`src/include/cache_config.svh`:
```
`ifndef CACHE_CONFIG_SVH
`define CACHE_CONFIG_SVH

// Global cache enable
// With 0 here every access is routed around the cache to the memory bus
`define CONFIG_CACHE 1

// Region value of cacheable RAM, taken from address bits 31 to 28
// Any other region is device space and always bypasses the cache
`define IO_CACHED 4'd0

`endif

```
`src/source/cache_pkg.sv`:
```
package cache_pkg;

	// A byte address or a 32-bit data word
	typedef logic [31:0] word_t;

	// Address fields from the top bit down: region, tag, line index, byte offset
	// The four widths add up to the width of word_t
	typedef logic [3:0]  addr_io_region;
	typedef logic [17:0] addr_tag;
	typedef logic [5:0]  addr_index;
	typedef logic [3:0]  addr_offset;

	// One cache line is 16 bytes, with one enable per byte
	typedef logic [127:0] line_t;
	typedef logic [15:0]  line_be;

	// All bytes of a line enabled, used for refills and write-throughs
	localparam line_be FULL_BE = '1;

	// One request on the line-wide memory bus
	// The address is always line aligned
	typedef struct packed {
		word_t  address;
		logic   read;
		logic   write;
		line_t  writedata;
		line_be byteenable;
	} mem_req_t;

	// Cache controller FSM
	typedef enum logic [1:0] {
		CTRL_IDLE,
		CTRL_LOOKUP,
		CTRL_REFILL,
		CTRL_WRITE_THROUGH
	} ctrl_state_e;

	// Memory bus arbiter FSM in the router
	typedef enum logic [1:0] {
		ROUTE_IDLE,
		ROUTE_CACHE,
		ROUTE_BYPASS
	} route_state_e;

	// Width of the line index needed to address a given number of lines
	// The line count must be a power of two no larger than 2**$bits(addr_index)
	function automatic int index_bits(int lines);
		return $clog2(lines);
	endfunction

endpackage

```
`src/source/cache_routing.sv`:
```
`include "cache_config.svh"

module cache_routing
	import cache_pkg::*;
(
	input  logic       clk,
	input  logic       rst_n,

	// Core port
	input  word_t      core_address,
	input  logic       core_read,
	input  logic       core_write,
	input  line_t      core_writedata,
	input  line_be     core_byteenable,
	output logic       core_waitrequest,
	output line_t      core_readdata,

	// Split address towards the cache controller
	output addr_tag    core_tag,
	output addr_index  core_index,
	output addr_offset core_offset,

	// Core side of the cache controller
	input  line_t      cache_rdata,
	input  logic       cache_waitrequest,
	output logic       cache_read,
	output logic       cache_write,

	// Memory side of the cache controller
	input  mem_req_t   cache_mem_req,
	output logic       cache_mem_waitrequest,

	// Memory bus
	input  logic       mem_waitrequest,
	input  line_t      mem_readdata,
	output mem_req_t   mem_req
);

	// Device registers must never be served from a stale cache copy, so only
	// region zero goes through the cache and the rest is sent to memory as is

	route_state_e state;

	addr_io_region io;
	word_t         core_address_line;
	logic          cached;
	logic          cache_pending;
	logic          bypass_req;
	logic          transition;

	// Registered memory request
	logic   mem_read_q;
	logic   mem_write_q;
	word_t  mem_address_q;
	line_t  mem_writedata_q;
	line_be mem_byteenable_q;

	assign {io, core_tag, core_index, core_offset} = core_address;

	// Bypass transfers are line wide, so the byte offset is dropped
	assign core_address_line = {io, core_tag, core_index, addr_offset'(0)};

	assign cached = io == `IO_CACHED && `CONFIG_CACHE != 0;

	assign cache_read  = core_read && cached;
	assign cache_write = core_write && cached;

	assign core_readdata = cached ? cache_rdata : mem_readdata;

	assign cache_pending = cache_mem_req.read || cache_mem_req.write;
	assign bypass_req    = !cached && (core_read || core_write);

	always_comb begin
		transition            = 1'b0;
		cache_mem_waitrequest = 1'b1;
		// Outside BYPASS an uncached request simply waits for the bus
		core_waitrequest      = cached ? cache_waitrequest : core_read || core_write;

		unique case (state)
			// The controller wins over the core when both want the bus
			ROUTE_IDLE:   transition = cache_pending || bypass_req;
			ROUTE_CACHE:  cache_mem_waitrequest = mem_waitrequest;
			ROUTE_BYPASS: core_waitrequest = mem_waitrequest;
		endcase
	end

	always_ff @(posedge clk or negedge rst_n) begin
		if (!rst_n) begin
			state       <= ROUTE_IDLE;
			mem_read_q  <= 1'b0;
			mem_write_q <= 1'b0;
		end else begin
			unique case (state)
				ROUTE_IDLE:
					if (transition) begin
						state       <= cache_pending ? ROUTE_CACHE : ROUTE_BYPASS;
						mem_read_q  <= cache_pending ? cache_mem_req.read : core_read;
						mem_write_q <= cache_pending ? cache_mem_req.write : core_write;
					end

				ROUTE_CACHE, ROUTE_BYPASS:
					// Memory took the request on this edge
					if (!mem_waitrequest) begin
						state       <= ROUTE_IDLE;
						mem_read_q  <= 1'b0;
						mem_write_q <= 1'b0;
					end
			endcase
		end
	end

	// Payload of the granted request, held while memory stalls
	always_ff @(posedge clk) begin
		if (transition) begin
			mem_address_q    <= cache_pending ? cache_mem_req.address : core_address_line;
			mem_writedata_q  <= cache_pending ? cache_mem_req.writedata : core_writedata;
			mem_byteenable_q <= cache_pending ? cache_mem_req.byteenable : core_byteenable;
		end
	end

	assign mem_req = '{
		address:    mem_address_q,
		read:       mem_read_q,
		write:      mem_write_q,
		writedata:  mem_writedata_q,
		byteenable: mem_byteenable_q
	};

endmodule

```
`config.mk`:
```
export PLATFORM = sky130hd
export DESIGN_NAME = cache_routing
export DESIGN_NICKNAME = d
export VERILOG_FILES = /design/src/source/cache_pkg.sv /design/src/source/cache_routing.sv
export VERILOG_INCLUDE_DIRS = /design/src /design/src/include
export SDC_FILE = /design/constraint.sdc
export NUM_CORES = 1
export LEC_CHECK = 0
export ABC_AREA = 0
export ABC_CLOCK_PERIOD_IN_PS = 6200
export BUFFER_PORTS_ARGS = -buffer_cell sky130_fd_sc_hd__buf_2
export CELL_PAD_IN_SITES_DETAIL_PLACEMENT = 1
export CELL_PAD_IN_SITES_GLOBAL_PLACEMENT = 1
export CORE_AREA = 2 2 368 370
export DETAILED_ROUTE_END_ITERATION = 8
export DIE_AREA = 0 0 370 372
export PLACE_DENSITY_LB_ADDON = 0.3
export SYNTH_ARGS = -nofsm -noshare
export SYNTH_HDL_FRONTEND = slang
export SYNTH_SLANG_ARGS = --single-unit
```
`constraint.sdc`:
```
create_clock -name clk -period 6.2 [get_ports clk]
set_clock_uncertainty 0.1 [all_clocks]
set_input_delay 1.86 -clock clk [delete_from_list [all_inputs] [get_ports clk]]
set_output_delay 1.86 -clock clk [all_outputs]
set_load 0.01 [all_outputs]
```
### Word level (Yosys, flattened, before mapping)

Cells that the tools add are included.

| word-level totals | value |
|---|---|
| register bits after elaboration | 180 |
| input port bits | 616 |
| logic and storage cells | 41 |

| operators by class | value |
|---|---|
| equal/unequal tests | 4 |
| muxes and demuxes | 19 |
| reduce and logical (&&, ||, !) cells | 11 |

Operator list:

| operator | count |
|---|---|
| 128-bit 2-to-1 mux | 2 |
| 32-bit 2-to-1 mux | 1 |
| 16-bit 2-to-1 mux | 1 |
| 1-bit 2-to-1 mux | 9 |
| 2-bit 2-to-1 mux | 3 |
| 4-bit logical NOT | 1 |
| 2-bit != test (second input constant) | 2 |
| 1-bit case mux with 2 select lines | 2 |
| 2-bit case mux with 2 select lines | 1 |
| 1-bit logical AND | 3 |
| 1-bit logical OR | 3 |
| 2-bit by 1-bit == test with 1-bit output (second input constant) | 1 |
| 2-bit == test (second input constant) | 1 |
| 2-bit logical NOT | 1 |
| 2-bit AND reduction | 1 |
| 2-bit OR reduction | 1 |
| 1-bit logical NOT | 1 |

### Depth between registers and ports, before layout

Gate-level depths: netlist of run 1.

| logic depth | value |
|---|---|
| depth in word-level cells | 7 |
| gate-level depth with buffers | 5 |

### Least setup slack after synthesis of run 1

No wires, ideal clock.

| timing | value |
|---|---|
| path kind | input -> register |
| start | in cache_mem_req[144] (netlist name) |
| end | reg mem_address_q[0], enable pin |
| library setup time | 0.557 ns |
| arrival | 6.393 ns |
| slack | -0.850 ns |
| stages | 5 |
| path through | nor2_1 -> buf_2 -> buf_2 -> o21ai_1 -> and2_1 |

| between the ends | value |
|---|---|
| word-level cells in the longest chain between the ends | 3 |

RTL lines:

| what | line | source |
|---|---|---|
| from (decl) | cache_routing.sv:30 | `input mem_req_t cache_mem_req,` |
| 1-bit logical OR | cache_routing.sv:70 | `assign cache_pending = cache_mem_req.read \|\| cache_mem_req.write;` |
| 1-bit logical OR | cache_routing.sv:81 | `ROUTE_IDLE: transition = cache_pending \|\| bypass_req;` |
| 1-bit 2-to-1 mux | cache_routing.sv:79 | `unique case (state)` |
| named net transition | cache_routing.sv:49 | `logic transition;` |
| to (signal assigned) | cache_routing.sv:115 | `mem_address_q <= cache_pending ? cache_mem_req.address : core_address_line;` |
| to (decl) | cache_routing.sv:54 | `word_t mem_address_q;` |

The timed path passes the listed nets, and every way through them passes these cells.
A chain may end at the register's enable or synchronous reset.

### Worst setup path in the final report of run 1

| timing | value |
|---|---|
| start | in core_address[30] |
| end | out core_readdata[67] |

| between the ends | value |
|---|---|
| word-level cells in the longest chain between the ends | 2 |

RTL lines:

| what | line | source |
|---|---|---|
| from (decl) | cache_routing.sv:10 | `input word_t core_address,` |
| 4-bit logical NOT (no line) | - |  |
| 128-bit 2-to-1 mux | cache_routing.sv:68 | `assign core_readdata = cached ? cache_rdata : mem_readdata;` |
| to (decl) | cache_routing.sv:16 | `output line_t core_readdata,` |

Every way passes these cells.

==> results of run 1 <==
==> final timing paths <==
check,startpoint,endpoint,slack (ns),depth (start not counted)
min in group asynchronous,rst_n,state[1],1.03,1
hold / removal,mem_write_q,mem_write_q,0.39,1
setup reg to reg,state[0],mem_writedata_q[91],3.72,4
hold reg to reg,mem_write_q,mem_write_q,0.39,1
max in group asynchronous,rst_n,state[0],4.84,1
setup / recovery,core_address[30],core_readdata[67],0.75,5
==> cell type report <==
type,count,area [um2]
fillers,15900,117600
multi-input cells,330,3602
inverters,4,15.01
repair buffers,952,4845
flip-flops and latches,180,5385
diodes,16,40.04
clock buffers,17,425.4
well taps,1781,2228
clock inverters,15,190.2
==> per-layer routing <==
metal	wire length [um]	vias up	part of all wire (%)	track usage, %
met5	291	-	0.44	0
met4	718	44	1.1	2.205
met3	9700	75	15	5.950
met2	29010	527	44	13.52
met1	26710	4177	40	11.05
li1	-	4021	-	-
==> sequential cells by signal, summed over array words and instances (netlist names) <==
name              cells
mem_address_q        32
mem_byteenable_q     16
mem_read_q            1
mem_write_q           1
mem_writedata_q     128
state                 2
==> cells in the final DEF (no fill, tap or decap), drive strengths merged, types with 2 or more instances in the layout <==
cell type	Yosys	layout
a21oi	2	2
and2	3	3
buf	62	952
clkbuf	1	17
clkinv	0	7
clkinvlp	0	2
dfrtp	4	4
diode	0	16
edfxtp	176	176
ha	3	3
inv	4	9
mux2	300	300
nand2	4	4
nand2b	3	3
nor2	2	2
nor2b	4	4
o21ai	2	2
o2bb2ai	4	4
==> cell families after synthesis <==
| family | after synthesis | synth area share [%] |
|---|---|---|
| compound gates | 10 | 0.7455 |
| fa+ha+maj | 3 | 0.3994 |
| buf+inv | 67 | 4.486 |
| flops | 180 | 57.30 |
| mux | 300 | 35.94 |
| simple gates | 17 | 1.132 |
==> worst max-delay path: stages <==
cell	delay [ns]
buf_2	0.12
nor4_4	0.44
buf_12	0.38
mux2_1	0.39
buf_2	0.15
==> per-stage QoR <==
stage	total power (uW)	utilization, %	hold WS (ns)	setup WS, ns
after global placement	3835	11.97	0.3787	0.8128
after global routing	5241	12.43	0.4246	0.6832
final	4922	12.46	0.3922	0.7504
after detailed placement	3815	11.97	0.3792	0.7866
after floorplan	2815	-	0.3573	1.114
after CTS	5077	12.43	0.4018	0.7841
==> power groups by stage <==
| stage | Sequential [uW] | Combinational [uW] | Clock (uW) |
|---|---|---|---|
| final | 2050 | 1670 | 1200 |
| after floorplan | 2350 | 467 | 0 |
| after detailed placement | 2090 | 1730 | 0 |
| after global placement | 2080 | 1760 | 0 |
| after global routing | 2110 | 1820 | 1310 |
| after CTS | 2070 | 1730 | 1280 |
==> metrics.csv, run 1 <==
metric;value;unit
RSZ-0062 raised after global routing;no;
sequential power share;41.7;%
status;finished clean;
fraction of layout cells with a size suffix above 1;81.44;%
Synth Warn #;0;
Slew Limit Headroom;42.06;%
Via density;2.684;
clk slew on worst S/H paths;0.09;ns
Die Span Y;372;um
Detailed Route Iter0 Violations;483;
Final ANT Viol Nets;0;
final RePlAce weighted congestion;0.8936;
CTS tree;yes;
Top-Level Pins;954;
critical path class;in -> out;
setup TNS;0;ns
dpl cells;3247;
Synth area leaders;edfxtp_1 (56%), mux2_2 (28%), mux2_1 (7.9%);
Setup-failing EPs final;0;
Syn Inst Count;577;
final instance area;16730;um2
worst hold-check path type;reg -> reg;
gr usage total;9.197;%
total gr overflow;0;
max-slew violations;0;
nets@finish;2104;
clock network fraction of total power;24.4;%
post-CTS sizing;0;
Worst Tran Pin Value;0.8691;ns
Post-Place Cell Area;16080;um2
syn_nets;1196;
Horiz. Die Dim;370;um
hold buffers post-CTS;0;
mean post-synth cell area;16.29;um2
post-synthesis sequential area ratio;57.29;%
CP Data Arrival Time;3.49;ns
Max Freq;183.5;MHz
Detailed Route WL;66.42;mm
initial antenna violation count;66;
largest fanout on the critical path;82;
minimum clock period;5.450;ns
clock sink count;180;
total setup buffers inserted after CTS;0;
core footprint;134300;um2
row count;135;
detailed placer's ending HPWL;58.23;mm
largest net degree at the start of global routing;115;
Initial DRT Pass Iterations;6;
most frequent cell after synthesis;mux2_2;
Power Dens Cells;294.2;nW/um2
area grow syn2layout;78.01;%
startpoint types;input port;
Clock Tree Root;clkbuf_16;
EDFF count, synth;176;
Final Hold Fails;0;
CP Capture Type;output port;
Synth Flop Type;edfxtp_1;
Yosys cell types;20;
Post-Syn Area;9399;um2
I/O Buffers;945;
Async S/R FF share, synth;2.222;%
Residual DRC;0;
die area;137600;um2
Final Non-Filler Cells;3295;
number of global-route vias before repair;9060;
Yosys top cell by area;edfxtp_1;
Psw;1794;uW
Max rail drop VDD;0.3055;mV
reported max-cap violation count;0;
post-synthesis register bit count;180;
logic gate share of total power;33.9;%
Final Cycle Share;87.90;%
leakage power;0.007034;uW
Skew-Pair Late Insertion Delay;0.52;ns
Initial Utilization;6.999;%
Yosys top cell area share;56.23;%
CTS Buf Count;17;
via count;8844;
CTS max path bufs;2;
first-pass GRT wire length;83.03;mm
Req. time, crit path;4.24;ns
routed len/inst;20.16;um
CTS H-tree lvls;4;
top cells by count, synth;mux2_2 (234), edfxtp_1 (176), mux2_1 (66), buf_4 (37), buf_2 (25);
P_int;3128;uW
switching part of the total power;36.45;%
Power figures use the tool's default switching activity.
==> run 2: changes to the inputs <==
--- a/config.mk
+++ b/config.mk
@@ -9,11 +9,9 @@
 export ABC_AREA = 0
 export ABC_CLOCK_PERIOD_IN_PS = 6200
 export BUFFER_PORTS_ARGS = -buffer_cell sky130_fd_sc_hd__buf_2
-export CELL_PAD_IN_SITES_DETAIL_PLACEMENT = 1
-export CELL_PAD_IN_SITES_GLOBAL_PLACEMENT = 1
-export CORE_AREA = 2 2 368 370
+export CORE_AREA = 2 2 373 375
 export DETAILED_ROUTE_END_ITERATION = 8
-export DIE_AREA = 0 0 370 372
+export DIE_AREA = 0 0 375 377
 export PLACE_DENSITY_LB_ADDON = 0.3
 export SYNTH_ARGS = -nofsm -noshare
 export SYNTH_HDL_FRONTEND = slang
==> metrics.csv, run 2 (synthesis gave the netlist of run 1 again) <==
metric;value;unit;change
total gr overflow;0;;unchanged
fraction of layout cells with a size suffix above 1;81.41;%;about the same
sequential power share;42.3;%;+0.6 points
CP Data Arrival Time;3.48;ns;about the same
top flop regs;mem_writedata_q x128, mem_address_q x32, mem_byteenable_q x16;;
Detailed Route Iter0 Violations;501;;+3.7%
Final Cycle Share;87.81;%;about the same
switching part of the total power;36.96;%;+0.52 points
Die Span Y;377;um;+1.3%
Psw;1816;uW;+1.2%
Top-Level Pins;954;;unchanged
Detailed Route WL;63.30;mm;-4.7%
Max rail drop VDD;0.2924;mV;-4.3%
commonest non-fill, non-tap cell in the layout;buf_2;;
row count;136;;+0.74%
most frequent cells in the layout;buf_2 (945), mux2_2 (234), edfxtp_1 (176);;
Req. time, crit path;4.24;ns;about the same
P_int;3097;uW;-0.99%
FF-to-FF Start;state[0];;
CTS H-tree lvls;4;;unchanged
gr usage total;8.512;%;-0.68 points
CTS Buf Count;17;;unchanged
die area;141400;um2;+2.7%
status;finished clean;;
dpl cells;3268;;+0.65%
r2r endpoint;mem_writedata_q[40];;
I/O Buffers;945;;unchanged
Top reg by flops;mem_writedata_q;;
Worst Tran Pin Value;0.8848;ns;+0.01566 ns
Power Dens Cells;293.5;nW/um2;-0.25%
Clock Tree Root;clkbuf_16;;
minimum clock period;5.444;ns;-0.005294 ns
clock network fraction of total power;22.5;%;-1.9 points
leakage power;0.007046;uW;+0.18%
Final Hold Fails;0;;unchanged
gr busiest metal;met2;;
initial antenna violation count;33;;-50%
GRT met1 Usage;10.12;%;-0.93 points
Max Freq;183.7;MHz;about the same
via count;9068;;+2.5%
cell depth of the worst flop-to-flop path;4;;unchanged
Initial Utilization;6.862;%;-0.14 points
Worst setup startpoint;core_address[31];;
logic gate share of total power;35.2;%;+1.3 points
final instance area;16740;um2;about the same
total setup buffers inserted after CTS;0;;unchanged
RSZ-0062 raised after global routing;no;;
setup TNS;0;ns;unchanged
reported max-cap violation count;0;;unchanged
Fill cells;15700;;-1.3%
Final ANT Viol Nets;0;;unchanged
met3 Usage GRT;3.843;%;-2.1 points
number of global-route vias before repair;9044;;-0.18%
Residual DRC;0;;unchanged
largest net degree at the start of global routing;91;;-21%
max reg flops;128;;unchanged
Via density;2.741;;+2.1%
Horiz. Die Dim;375;um;+1.4%
critical path class;in -> out;;
Final Non-Filler Cells;3308;;+0.39%
clock sink count;180;;unchanged
detailed placer's ending HPWL;55.75;mm;-4.3%
Critical Path End;core_readdata[96];;
hold slack;0.4080;ns;+0.01576 ns
routed len/inst;19.14;um;-5.1%
Skew-Pair Late Insertion Delay;0.51;ns;about the same
largest fanout on the critical path;59;;-28%
CTS max path bufs;2;;unchanged
hold_sp;mem_read_q;;
Initial DRT Pass Iterations;4;;-2
CP Capture Type;output port;;
CTS tree;yes;;
area grow syn2layout;78.14;%;about the same
Slew Limit Headroom;40.88;%;-1.2 points
Worst R2R Setup Slack;4.09;ns;+0.37 ns
hold buffers post-CTS;0;;unchanged
grt met2 use;13.11;%;-0.41 points
clk slew on worst S/H paths;0.08;ns;about the same
Setup-failing EPs final;0;;unchanged
core footprint;137000;um2;+2.0%
Post-Place Cell Area;16160;um2;+0.55%
worst hold-check path type;reg -> reg;;
post-CTS sizing;0;;unchanged
startpoint types;input port;;
final RePlAce weighted congestion;0.9528;;+6.6%
first-pass GRT wire length;79.49;mm;-4.3%
nets@finish;2112;;+0.38%
hold path depth;1;;unchanged
max-slew violations;0;;unchanged
[run 2: worst min-delay path by stage]
| stage | slack, ns | to |
|---|---|---|
| finish | 0.41 | mem_read_q |
| global placement | 0.38 | mem_write_q |
| CTS | 0.41 | mem_write_q |
| global route | 0.43 | mem_read_q |
| floorplan | 0.36 | mem_read_q |
| detailed placement | 0.39 | mem_write_q |
[run 2: metrics by stage]
stage | power [uW] | utilization, % | setup slack, ns
4_1_cts | 5057 | 12.21 | 0.7982
3_5_place_dp | 3900 | 11.80 | 0.8015
2_1_floorplan | 2815 | - | 1.114
5_1_grt | 5210 | 12.22 | 0.7094
3_3_place_gp | 3919 | 11.80 | 0.7997
6_report | 4914 | 12.22 | 0.7557
[run 2: area by class of cell]
type | count | area [um2] | share of cell area (%)
antenna | 8 | 20.02 | 0.1196
clock inverter | 13 | 126.4 | 0.7547
inverter | 4 | 15.01 | 0.08967
multi-input combinational | 330 | 3602 | 21.51
clock buffer | 19 | 432.9 | 2.586
tap | 1794 | 2245 | 13.41
timing repair buffer | 960 | 4917 | 29.37
sequential | 180 | 5385 | 32.16
[run 2: power by group through the flow]
stage	registers, uW	logic (uW)	clock network (uW)
after CTS	2090	1790	1170
after global routing	2120	1880	1210
final	2080	1730	1100
after detailed placement	2110	1790	0
after floorplan	2350	467	0
after global placement	2100	1820	0
[run 2: per-layer routing]
metal,vias to the layer above,part of all wire (%),wire length [um]
li1,4034,-,-
met1,4322,40,25210
met2,617,45,28590
met3,81,11,7039
met4,14,3.7,2365
met5,-,0.15,93
[run 2: critical path: stages]
cell	delay, ns
buf_2	0.21
nor4_4	0.44
buf_12	0.35
mux2_1	0.38
buf_2	0.15
